$ cat src/source/pst_cfg_pkg.sv
// Widths and slot counts for one vector physical register status entry
// Slot counts here are only defaults; the top level parameters win
`default_nettype none

package pst_cfg_pkg;

  // ====================
  // Field widths
  // ====================

  // Instruction ID carried by dispatch and retire
  localparam int iid_w  = 7;

  // Physical vreg index, selects one of num_vreg bits
  localparam int vreg_w = 6;

  // Architectural vector register index
  localparam int dstv_w = 5;

  // ====================
  // Vector sizes
  // ====================

  localparam int num_vreg = 64;
  localparam int num_areg = 32;

  // ====================
  // Slot counts
  // ====================

  localparam int dis_slots_default = 4;
  localparam int ret_slots_default = 3;

endpackage

`default_nettype wire
$ cat src/source/pst_types_pkg.sv
// State encodings and grouped signals of one status entry
// Field widths follow pst_cfg_pkg
`default_nettype none

package pst_types_pkg;

  // ====================
  // State machines
  // ====================

  // Lifecycle, one-hot
  typedef enum logic [4:0] {
    st_dealloc  = 5'b00001,
    st_wf_alloc = 5'b00010,
    st_alloc    = 5'b00100,
    st_retire   = 5'b01000,
    st_release  = 5'b10000
  } lifecycle_e;

  // Result written back or not
  typedef enum logic {
    wb_idle = 1'b0,
    wb_done = 1'b1
  } wb_e;

  // ====================
  // Grouped signals
  // ====================

  // Creating instruction, one per dispatch slot
  typedef struct packed {
    logic [pst_cfg_pkg::iid_w-1:0]  iid;
    logic [pst_cfg_pkg::dstv_w-1:0] dstv_reg;
    logic [pst_cfg_pkg::vreg_w-1:0] rel_vreg;
  } entry_info_t;

  // Early retire candidate, one per retire slot
  typedef struct packed {
    logic                          vld;
    logic [pst_cfg_pkg::iid_w-1:0] iid;
  } retire_preview_t;

  typedef struct packed {
    logic flush;
    logic async_flush;
    logic sync_reset;
    logic reset_mapped;
  } sys_event_t;

  // Per-entry commands from the allocator
  typedef struct packed {
    logic dealloc_vld;
    logic dealloc_mask;
    logic release_vld;
    logic wb_vld;
  } entry_cmd_t;

  typedef struct packed {
    logic is_dealloc;
    logic alloc_or_release;
    logic retired_released_wb;
  } entry_status_t;

endpackage

`default_nettype wire

$ cat src/source/pst_vreg_entry.sv
// One entry of the vector physical register status table
// Single clock sm_clk; every strobe is valid for exactly one cycle
`default_nettype none
`timescale 1ns/1ps

module pst_vreg_entry #(
  parameter int dis_slots = pst_cfg_pkg::dis_slots_default,
  parameter int ret_slots = pst_cfg_pkg::ret_slots_default
) (
  input  wire logic                                       sm_clk,
  input  wire logic                                       cpurst_b,
  input  pst_types_pkg::sys_event_t                       sys,
  input  pst_types_pkg::entry_cmd_t                       cmd,
  input  pst_types_pkg::entry_info_t [dis_slots-1:0]      dis_inst,
  input  wire logic [dis_slots-1:0]                       create_sel,
  input  wire logic [pst_cfg_pkg::dstv_w-1:0]             reset_dstv_reg,
  input  pst_types_pkg::retire_preview_t [ret_slots-1:0]  ret_preview,
  input  wire logic [ret_slots-1:0]                       ret_commit,
  output logic [pst_cfg_pkg::num_vreg-1:0]                rel_vreg_onehot,
  output logic [pst_cfg_pkg::num_areg-1:0]                dreg_onehot,
  output pst_types_pkg::entry_status_t                    status
);

  import pst_types_pkg::*;

  entry_info_t info;
  lifecycle_e  life_state;
  wb_e         wb_state;
  logic        create_vld;
  logic        retire_vld;
  logic        in_alloc;

  assign in_alloc = (life_state == st_alloc);

  vreg_create_capture #(.dis_slots(dis_slots)) u_create (
    .sm_clk         (sm_clk),
    .cpurst_b       (cpurst_b),
    .dis_inst       (dis_inst),
    .create_sel     (create_sel),
    .sys            (sys),
    .reset_dstv_reg (reset_dstv_reg),
    .create_vld     (create_vld),
    .info           (info)
  );

  vreg_retire_match #(.ret_slots(ret_slots)) u_retire (
    .sm_clk      (sm_clk),
    .cpurst_b    (cpurst_b),
    .ret_preview (ret_preview),
    .ret_commit  (ret_commit),
    .entry_iid   (info.iid),
    .in_alloc    (in_alloc),
    .sys         (sys),
    .retire_vld  (retire_vld)
  );

  vreg_status_fsm u_fsm (
    .sm_clk     (sm_clk),
    .cpurst_b   (cpurst_b),
    .sys        (sys),
    .cmd        (cmd),
    .create_vld (create_vld),
    .retire_vld (retire_vld),
    .life_state (life_state),
    .wb_state   (wb_state)
  );

  vreg_release_decode u_decode (
    .life_state      (life_state),
    .wb_state        (wb_state),
    .retire_vld      (retire_vld),
    .info            (info),
    .rel_vreg_onehot (rel_vreg_onehot),
    .dreg_onehot     (dreg_onehot),
    .status          (status)
  );

endmodule

`default_nettype wire

$ cat src/source/vreg_release_decode.sv
// Purely combinational; outputs follow retire_vld in the same cycle
`default_nettype none
`timescale 1ns/1ps

module vreg_release_decode (
  input  pst_types_pkg::lifecycle_e             life_state,
  input  pst_types_pkg::wb_e                    wb_state,
  input  wire logic                             retire_vld,
  input  pst_types_pkg::entry_info_t            info,
  output logic [pst_cfg_pkg::num_vreg-1:0]      rel_vreg_onehot,
  output logic [pst_cfg_pkg::num_areg-1:0]      dreg_onehot,
  output pst_types_pkg::entry_status_t          status
);

  import pst_cfg_pkg::*;
  import pst_types_pkg::*;

  logic [num_vreg-1:0] rel_expand;
  logic [num_areg-1:0] dreg_expand;
  logic                in_alloc;
  logic                in_retire;
  logic                in_release;
  logic                rel_retire_vld;

  assign in_alloc   = (life_state == st_alloc);
  assign in_retire  = (life_state == st_retire);
  assign in_release = (life_state == st_release);

  // Retiring in this very cycle
  assign rel_retire_vld = in_alloc && retire_vld;

  // ====================
  // Release vector
  // ====================

  // Previous mapping is freed when its successor retires
  assign rel_expand      = num_vreg'(1) << info.rel_vreg;
  assign rel_vreg_onehot = rel_retire_vld ? rel_expand : '0;

  // ====================
  // Recovery vector
  // ====================

  assign dreg_expand = num_areg'(1) << info.dstv_reg;
  assign dreg_onehot = in_retire ? dreg_expand : '0;

  // ====================
  // Status
  // ====================

  assign status.is_dealloc       = (life_state == st_dealloc);
  assign status.alloc_or_release = in_alloc || in_release;

  // Entries not yet retired report as written back
  assign status.retired_released_wb = (rel_retire_vld || in_retire || in_release)
                                      ? (wb_state == wb_done) : 1'b1;

endmodule

`default_nettype wire

$ cat src/source/vreg_status_fsm.sv
// Lifecycle and write-back machines are coupled through dealloc and the masked wb
// Lifecycle ignores async_flush; only the wb flag reacts to it
`default_nettype none
`timescale 1ns/1ps

module vreg_status_fsm (
  input  wire logic                 sm_clk,
  input  wire logic                 cpurst_b,
  input  pst_types_pkg::sys_event_t sys,
  input  pst_types_pkg::entry_cmd_t cmd,
  input  wire logic                 create_vld,
  input  wire logic                 retire_vld,
  output pst_types_pkg::lifecycle_e life_state,
  output pst_types_pkg::wb_e        wb_state
);

  import pst_types_pkg::*;

  lifecycle_e life_nxt;
  lifecycle_e life_reset;
  wb_e        wb_nxt;
  wb_e        wb_reset;
  logic       wb_masked;

  // Written back and the allocator does not hold the entry
  assign wb_masked = (wb_state == wb_done) && !cmd.dealloc_mask;

  // ====================
  // Lifecycle
  // ====================

  assign life_reset = sys.reset_mapped ? st_retire : st_dealloc;

  always_comb begin
    life_nxt = life_state;
    case (life_state)
      st_dealloc: begin
        if (cmd.dealloc_vld && !sys.flush) begin
          life_nxt = st_wf_alloc;
        end
      end
      st_wf_alloc: begin
        if (sys.flush) begin
          life_nxt = st_dealloc;
        end else if (create_vld) begin
          life_nxt = st_alloc;
        end
      end
      st_alloc: begin
        if (sys.flush) begin
          life_nxt = st_dealloc;
        end else if (cmd.release_vld && wb_masked) begin
          life_nxt = st_dealloc;
        end else if (cmd.release_vld) begin
          life_nxt = st_release;
        end else if (retire_vld) begin
          life_nxt = st_retire;
        end
      end
      st_retire: begin
        if (cmd.release_vld && wb_masked) begin
          life_nxt = st_dealloc;
        end else if (cmd.release_vld) begin
          life_nxt = st_release;
        end
      end
      st_release: begin
        if (wb_masked) begin
          life_nxt = st_dealloc;
        end
      end
      default: life_nxt = st_dealloc;
    endcase
  end

  always_ff @(posedge sm_clk or negedge cpurst_b) begin
    if (!cpurst_b) begin
      life_state <= st_dealloc;
    end else if (sys.sync_reset) begin
      life_state <= life_reset;
    end else begin
      life_state <= life_nxt;
    end
  end

  // ====================
  // Write back
  // ====================

  assign wb_reset = sys.reset_mapped ? wb_done : wb_idle;

  always_comb begin
    wb_nxt = wb_state;
    case (wb_state)
      wb_idle: if (cmd.wb_vld) wb_nxt = wb_done;
      wb_done: if (life_state == st_dealloc) wb_nxt = wb_idle;
      default: wb_nxt = wb_idle;
    endcase
  end

  // New producer clears any stale write-back
  always_ff @(posedge sm_clk or negedge cpurst_b) begin
    if (!cpurst_b) begin
      wb_state <= wb_idle;
    end else if (sys.async_flush) begin
      wb_state <= wb_done;
    end else if (sys.sync_reset) begin
      wb_state <= wb_reset;
    end else if (create_vld) begin
      wb_state <= wb_idle;
    end else begin
      wb_state <= wb_nxt;
    end
  end

endmodule

`default_nettype wire

$ cat src/source/vreg_retire_match.sv
// IID compare runs one or more cycles ahead of the commit
// A match bit only updates while its preview slot is valid
`default_nettype none
`timescale 1ns/1ps

module vreg_retire_match #(
  parameter int ret_slots = pst_cfg_pkg::ret_slots_default
) (
  input  wire logic                                        sm_clk,
  input  wire logic                                        cpurst_b,
  input  pst_types_pkg::retire_preview_t [ret_slots-1:0]   ret_preview,
  input  wire logic [ret_slots-1:0]                        ret_commit,
  input  wire logic [pst_cfg_pkg::iid_w-1:0]               entry_iid,
  input  wire logic                                        in_alloc,
  input  pst_types_pkg::sys_event_t                        sys,
  output logic                                             retire_vld
);

  logic [ret_slots-1:0] match_nxt;
  logic [ret_slots-1:0] match_q;

  // ====================
  // Early IID compare
  // ====================

  // Only an allocated entry can be retired
  always_comb begin
    for (int s = 0; s < ret_slots; s++) begin
      match_nxt[s] = in_alloc && (ret_preview[s].iid == entry_iid);
    end
  end

  always_ff @(posedge sm_clk or negedge cpurst_b) begin
    if (!cpurst_b) begin
      match_q <= '0;
    end else if (sys.sync_reset) begin
      match_q <= '0;
    end else begin
      for (int s = 0; s < ret_slots; s++) begin
        if (ret_preview[s].vld) begin
          match_q[s] <= match_nxt[s];
        end
      end
    end
  end

  // ====================
  // Retire strobe
  // ====================

  // Commit of any slot whose earlier preview matched
  assign retire_vld = |(match_q & ret_commit);

endmodule

`default_nettype wire

$ cat src/source/vreg_create_capture.sv
// create_sel must be one-hot or zero; more than one bit ORs the slots together
// sync_reset takes priority over a create in the same cycle
`default_nettype none
`timescale 1ns/1ps

module vreg_create_capture #(
  parameter int dis_slots = pst_cfg_pkg::dis_slots_default
) (
  input  wire logic                                       sm_clk,
  input  wire logic                                       cpurst_b,
  input  pst_types_pkg::entry_info_t [dis_slots-1:0]      dis_inst,
  input  wire logic [dis_slots-1:0]                       create_sel,
  input  pst_types_pkg::sys_event_t                       sys,
  input  wire logic [pst_cfg_pkg::dstv_w-1:0]             reset_dstv_reg,
  output logic                                            create_vld,
  output pst_types_pkg::entry_info_t                      info
);

  import pst_types_pkg::*;

  entry_info_t create_info;
  entry_info_t reset_info;

  // ====================
  // Create select
  // ====================

  assign create_vld = |create_sel;

  // One-hot mux over the dispatch slots
  always_comb begin
    create_info = '0;
    for (int i = 0; i < dis_slots; i++) begin
      if (create_sel[i]) begin
        create_info = entry_info_t'(create_info | dis_inst[i]);
      end
    end
  end

  // Sync reset maps the entry to reset_dstv_reg with no producer
  always_comb begin
    reset_info          = '0;
    reset_info.dstv_reg = reset_dstv_reg;
  end

  // ====================
  // Information register
  // ====================

  always_ff @(posedge sm_clk or negedge cpurst_b) begin
    if (!cpurst_b) begin
      info <= '0;
    end else if (sys.sync_reset) begin
      info <= reset_info;
    end else if (create_vld) begin
      info <= create_info;
    end
  end

endmodule

`default_nettype wire

$ cat config.mk
export PLATFORM = sky130hd
export DESIGN_NAME = pst_vreg_entry
export DESIGN_NICKNAME = d
export VERILOG_FILES = /design/src/source/pst_cfg_pkg.sv /design/src/source/pst_types_pkg.sv /design/src/source/pst_vreg_entry.sv /design/src/source/vreg_release_decode.sv /design/src/source/vreg_status_fsm.sv /design/src/source/vreg_retire_match.sv /design/src/source/vreg_create_capture.sv
export SDC_FILE = /design/constraint.sdc
export NUM_CORES = 1
export LEC_CHECK = 0
export BUFFER_PORTS_ARGS = -buffer_cell sky130_fd_sc_hd__buf_2
export CAP_MARGIN = 20
export CORE_AREA = 2 2 85 87
export CTS_BUF_LIST = sky130_fd_sc_hd__clkbuf_2 sky130_fd_sc_hd__clkbuf_4 sky130_fd_sc_hd__clkbuf_8
export CTS_CLUSTER_SIZE = 24
export DETAILED_ROUTE_END_ITERATION = 16
export DIE_AREA = 0 0 87 89
export PLACE_DENSITY = 0.88
export SYNTH_ARGS = -nofsm -noshare
export SYNTH_HDL_FRONTEND = slang
export SYNTH_SLANG_ARGS = --single-unit
$ cat constraint.sdc
create_clock -name sm_clk -period 4.9 [get_ports sm_clk]
set_input_delay 0.49 -clock sm_clk [delete_from_list [all_inputs] [get_ports sm_clk]]
set_output_delay 0.49 -clock sm_clk [all_outputs]
set_load 0.01 [all_outputs]
==> results by group <==
Global route
  • Aggregate global routing overflow: 0
  • Total routing resource utilization after global routing: 0.223
  • Largest net degree at the start of global routing: 30
  • Initial antenna violation count: 0
  • Number of global-route vias before repair: 3108
  • Global-route wire length before repair: 13.9 mm

Clock tree
  • Worst-path clk slew: 0.10 ns
  • CTS tree: done
  • Max Buffers Root-to-Sink: 2
  • Hold buffer count at CTS: 0
  • Post CTS Setup Buffer Count: 0
  • Sinks on the clock net: 27
  • Clock network latency to the later pin of the worst-skew pair: 0.28 ns
  • Clock root cell: clkbuf_8
  • Cts bufs inserted: 3
  • Number of levels the H-tree was split into: 1
  • Number of resized instances in the post-cts repair step: 0

Die
  • Core Rows: 30
  • Die outline width: 87 um
  • Total die area: 7740 um2
  • Vertical extent of the die: 89 um
  • Area inside the core boundary: 6720 um2
  • Effective utilization at floorplan: 0.378
  • Number of top-level pins: 217

Detailed routing
  • WL final: 9.31 mm
  • DRC marker count from the first detailed-route iteration: 175
  • Remaining design rule violation count: 0
  • Remaining antenna violation count: 0
  • Routed via count divided by cell count: 5.40
  • Routed metal-1 wire length: 3.66 mm
  • Total met2 wirelength after detailed routing: 4.90 mm
  • Routed met3 length: 645 um
  • Top routing layer in use: met4
  • Length of the first detailed-routing pass in iterations: 4
  • Vias after detailed routing: 3483
  • Wire per inst: 14.4 um

Synthesis
  • Sequential fraction of the synthesis area: 0.267
  • Syn Inst Count: 369
  • Yosys warning count: 0
  • Cell type with the highest aggregate area in the netlist: dfrtp_1
  • Share of flip-flops with an asynchronous set or reset after synthesis: 1.00
  • Synth top area cells: dfrtp_1 26%, nor2_1 16%, a22o_1 6.2%, nand2_1 5.8%, xnor2_1 5.2%
  • Flip-flop cell with the highest count after synthesis: dfrtp_1
  • Average footprint of a synthesized cell: 6.88 um2
  • Flop and latch count out of synthesis: 27
  • Synthesized cell area: 2540 um2
  • Fraction of post-synthesis cell area in the top cell type by area: 0.256
  • Yosys cell types: 47
  • Number of enable flip-flop cells after synthesis: 0
  • Syn nets: 487

Final layout
  • Final core utilization: 0.546
  • # diodes: 0
  • Number of nets in the final layout: 684
  • Post-route insts no fill: 645
  • Fraction of final layout cells with drive strength greater than 1: 0.404
  • Growth of design area from synthesis to finish: 44.6%

Timing
  • Worst-case headroom to the max-slew limit: 0.530
  • Final worst slack: 1.93 ns
  • Crit share post-route: 0.606
  • Max Clock Freq: 0.337 GHz
  • Number of max-slew violations in the final report: 0
  • Clock period minus final worst setup slack: 2.97 ns
  • Clk_skew: 0.00360 ns
  • Worst Tran Pin Value: 0.705 ns
  • Setup repair after global routing missed its margin: false
  • Final-report setup violation count: 0
  • Hold Vio Cnt, Final: 0
  • Post-Route Setup TNS: 0 ns

Run
  • Max-cap violations: 0

Placed design
  • Setup slack at placement: 2.24 ns
  • Number of instances in the placed design: 641
  • GP Congestion: 0.935
  • Placed wire-length estimate after detailed placement: 7.72 mm
  • Count of input and output buffers: 216

Critical path
  • Critical path class: reg -> out
  • Endpoint type of the worst setup path: output port
  • Worst path required time: 4.41 ns
  • Crit path DAT: 2.48 ns
  • Critical path peak fanout: 16
  • CP Launch Type: register

Power and ir drop
  • Peak supply drop: 0.142 mV
  • Reported leakage power: 0.00187 uW
  • Power per Cell Area: 164 nW/um2

Run status
  • Status: completed

Hold path
  • Worst min path class: in -> async
-- where the power goes --
| part | leakage, uW | total (uW) | internal, uW | switching (uW) |
|---|---|---|---|---|
| combinational | 0.00151 | 197 | 96.1 | 101 |
| clock | 0.0000261 | 138 | 59.8 | 77.9 |
| sequential | 0.000333 | 268 | 240 | 28.5 |
| total | 0.00187 | 603 | 396 | 207 |
-- registers in the layout, summed over array words and instances, names as in the netlist --
signal,flops
u_fsm.wb_state,1
u_create.info,18
u_retire.match_q,3
u_fsm.life_state,5
-- final cells by class --
cell class / count / area, um2
Clock inverter: 1 / 8.76
Sequential cell: 27 / 677
Tap cell: 80 / 100
Timing Repair Buffer: 216 / 1080
Inverter: 3 / 11.3
Fill cell: 610 / 3050
Clock buffer: 3 / 41.3
Multi-Input combinational cell: 315 / 1750
-- worst paths after layout --
| check | slack [ns] | end | from | cells after the start |
|---|---|---|---|---|
| worst max-delay path | 1.93 | rel_vreg_onehot[21] | u_fsm.life_state[4]$_DFFE_PN0P_ | 6 |
| worst min-delay path | 0.22 | u_create.info[14]$_DFFE_PN0P_ | cpurst_b | 1 |
| worst max register to register | 2.85 | u_fsm.life_state[3]$_DFFE_PN0P_ | u_fsm.life_state[3]$_DFFE_PN0P_ | 5 |
| worst min register to register | 0.56 | u_retire.match_q[1]$_DFFE_PN0P_ | u_retire.match_q[1]$_DFFE_PN0P_ | 2 |
| max in group asynchronous | 4.28 | u_fsm.life_state[2]$_DFFE_PN0P_ | cpurst_b | 1 |
| min in group sm_clk | 0.41 | u_fsm.wb_state$_DFF_PN0_ | sys[2] | 3 |
-- layout by cell type, fill, tap and decap left out, drive strengths merged, types with 2 or more instances in the layout --
cell,instances
nor2b,8
dfrtp,26
and4,2
nand2b,13
nor2,105
nor3,5
nand2,39
nand3b,3
and3,2
xor2,7
or3,2
a22oi,10
buf,216
nor4,4
a22o,18
nor3b,2
nand4,5
a221oi,13
inv,4
xnor2,15
clkbuf,3
nand3,20
o21ai,17
a21oi,8
-- Yosys cell counts (2+ instances only) --
library cell	n
nor2_1	105
nand2_1	39
dfrtp_1	26
nand3_1	20
a22o_1	18
o21ai_0	17
clkbuf_1	16
xnor2_1	15
a221oi_1	13
nand2b_1	13
a22oi_1	10
nor2b_1	8
a21oi_1	7
xor2_1	7
buf_1	5
nand4_1	5
nor3_1	5
nor4_1	4
inv_1	3
nand3b_1	3
and3_1	2
buf_2	2
nor3b_1	2
-- per-stage QoR --
step	hold WS, ns	area (um2)	power, uW
finish	0.215	3670	603
global route	0.265	3670	636
CTS	0.235	3670	603
detailed placement	0.544	3620	467
global placement	0.526	3620	458
floorplan	0.194	2540	384
-- layer usage --
layer,GRT usage,vias up
met4,0.0497,0
met1,0.254,1596
met2,0.441,191
met5,0,-
li1,-,1684
met3,0.0268,12
-- worst max-delay path: stages (launching register included) --
cell and delay (ns):
dfrtp_1 0.51, nor3_1 0.33, nand2_1 0.25, nor2_1 0.21
nand3b_1 0.46, nor2_1 0.26, buf_2 0.16
-- cells by family (layout without fill, tap and decap cells) --
| logic type | after synthesis | in the layout | synth area share |
|---|---|---|---|
| buf+inv | 27 | 223 | 0.0439 |
| simple gates | 217 | 217 | 0.393 |
| compound gates | 76 | 76 | 0.220 |
| xor+xnor | 22 | 22 | 0.0759 |
| flops | 27 | 27 | 0.267 |
Power figures use the tool's default switching activity.
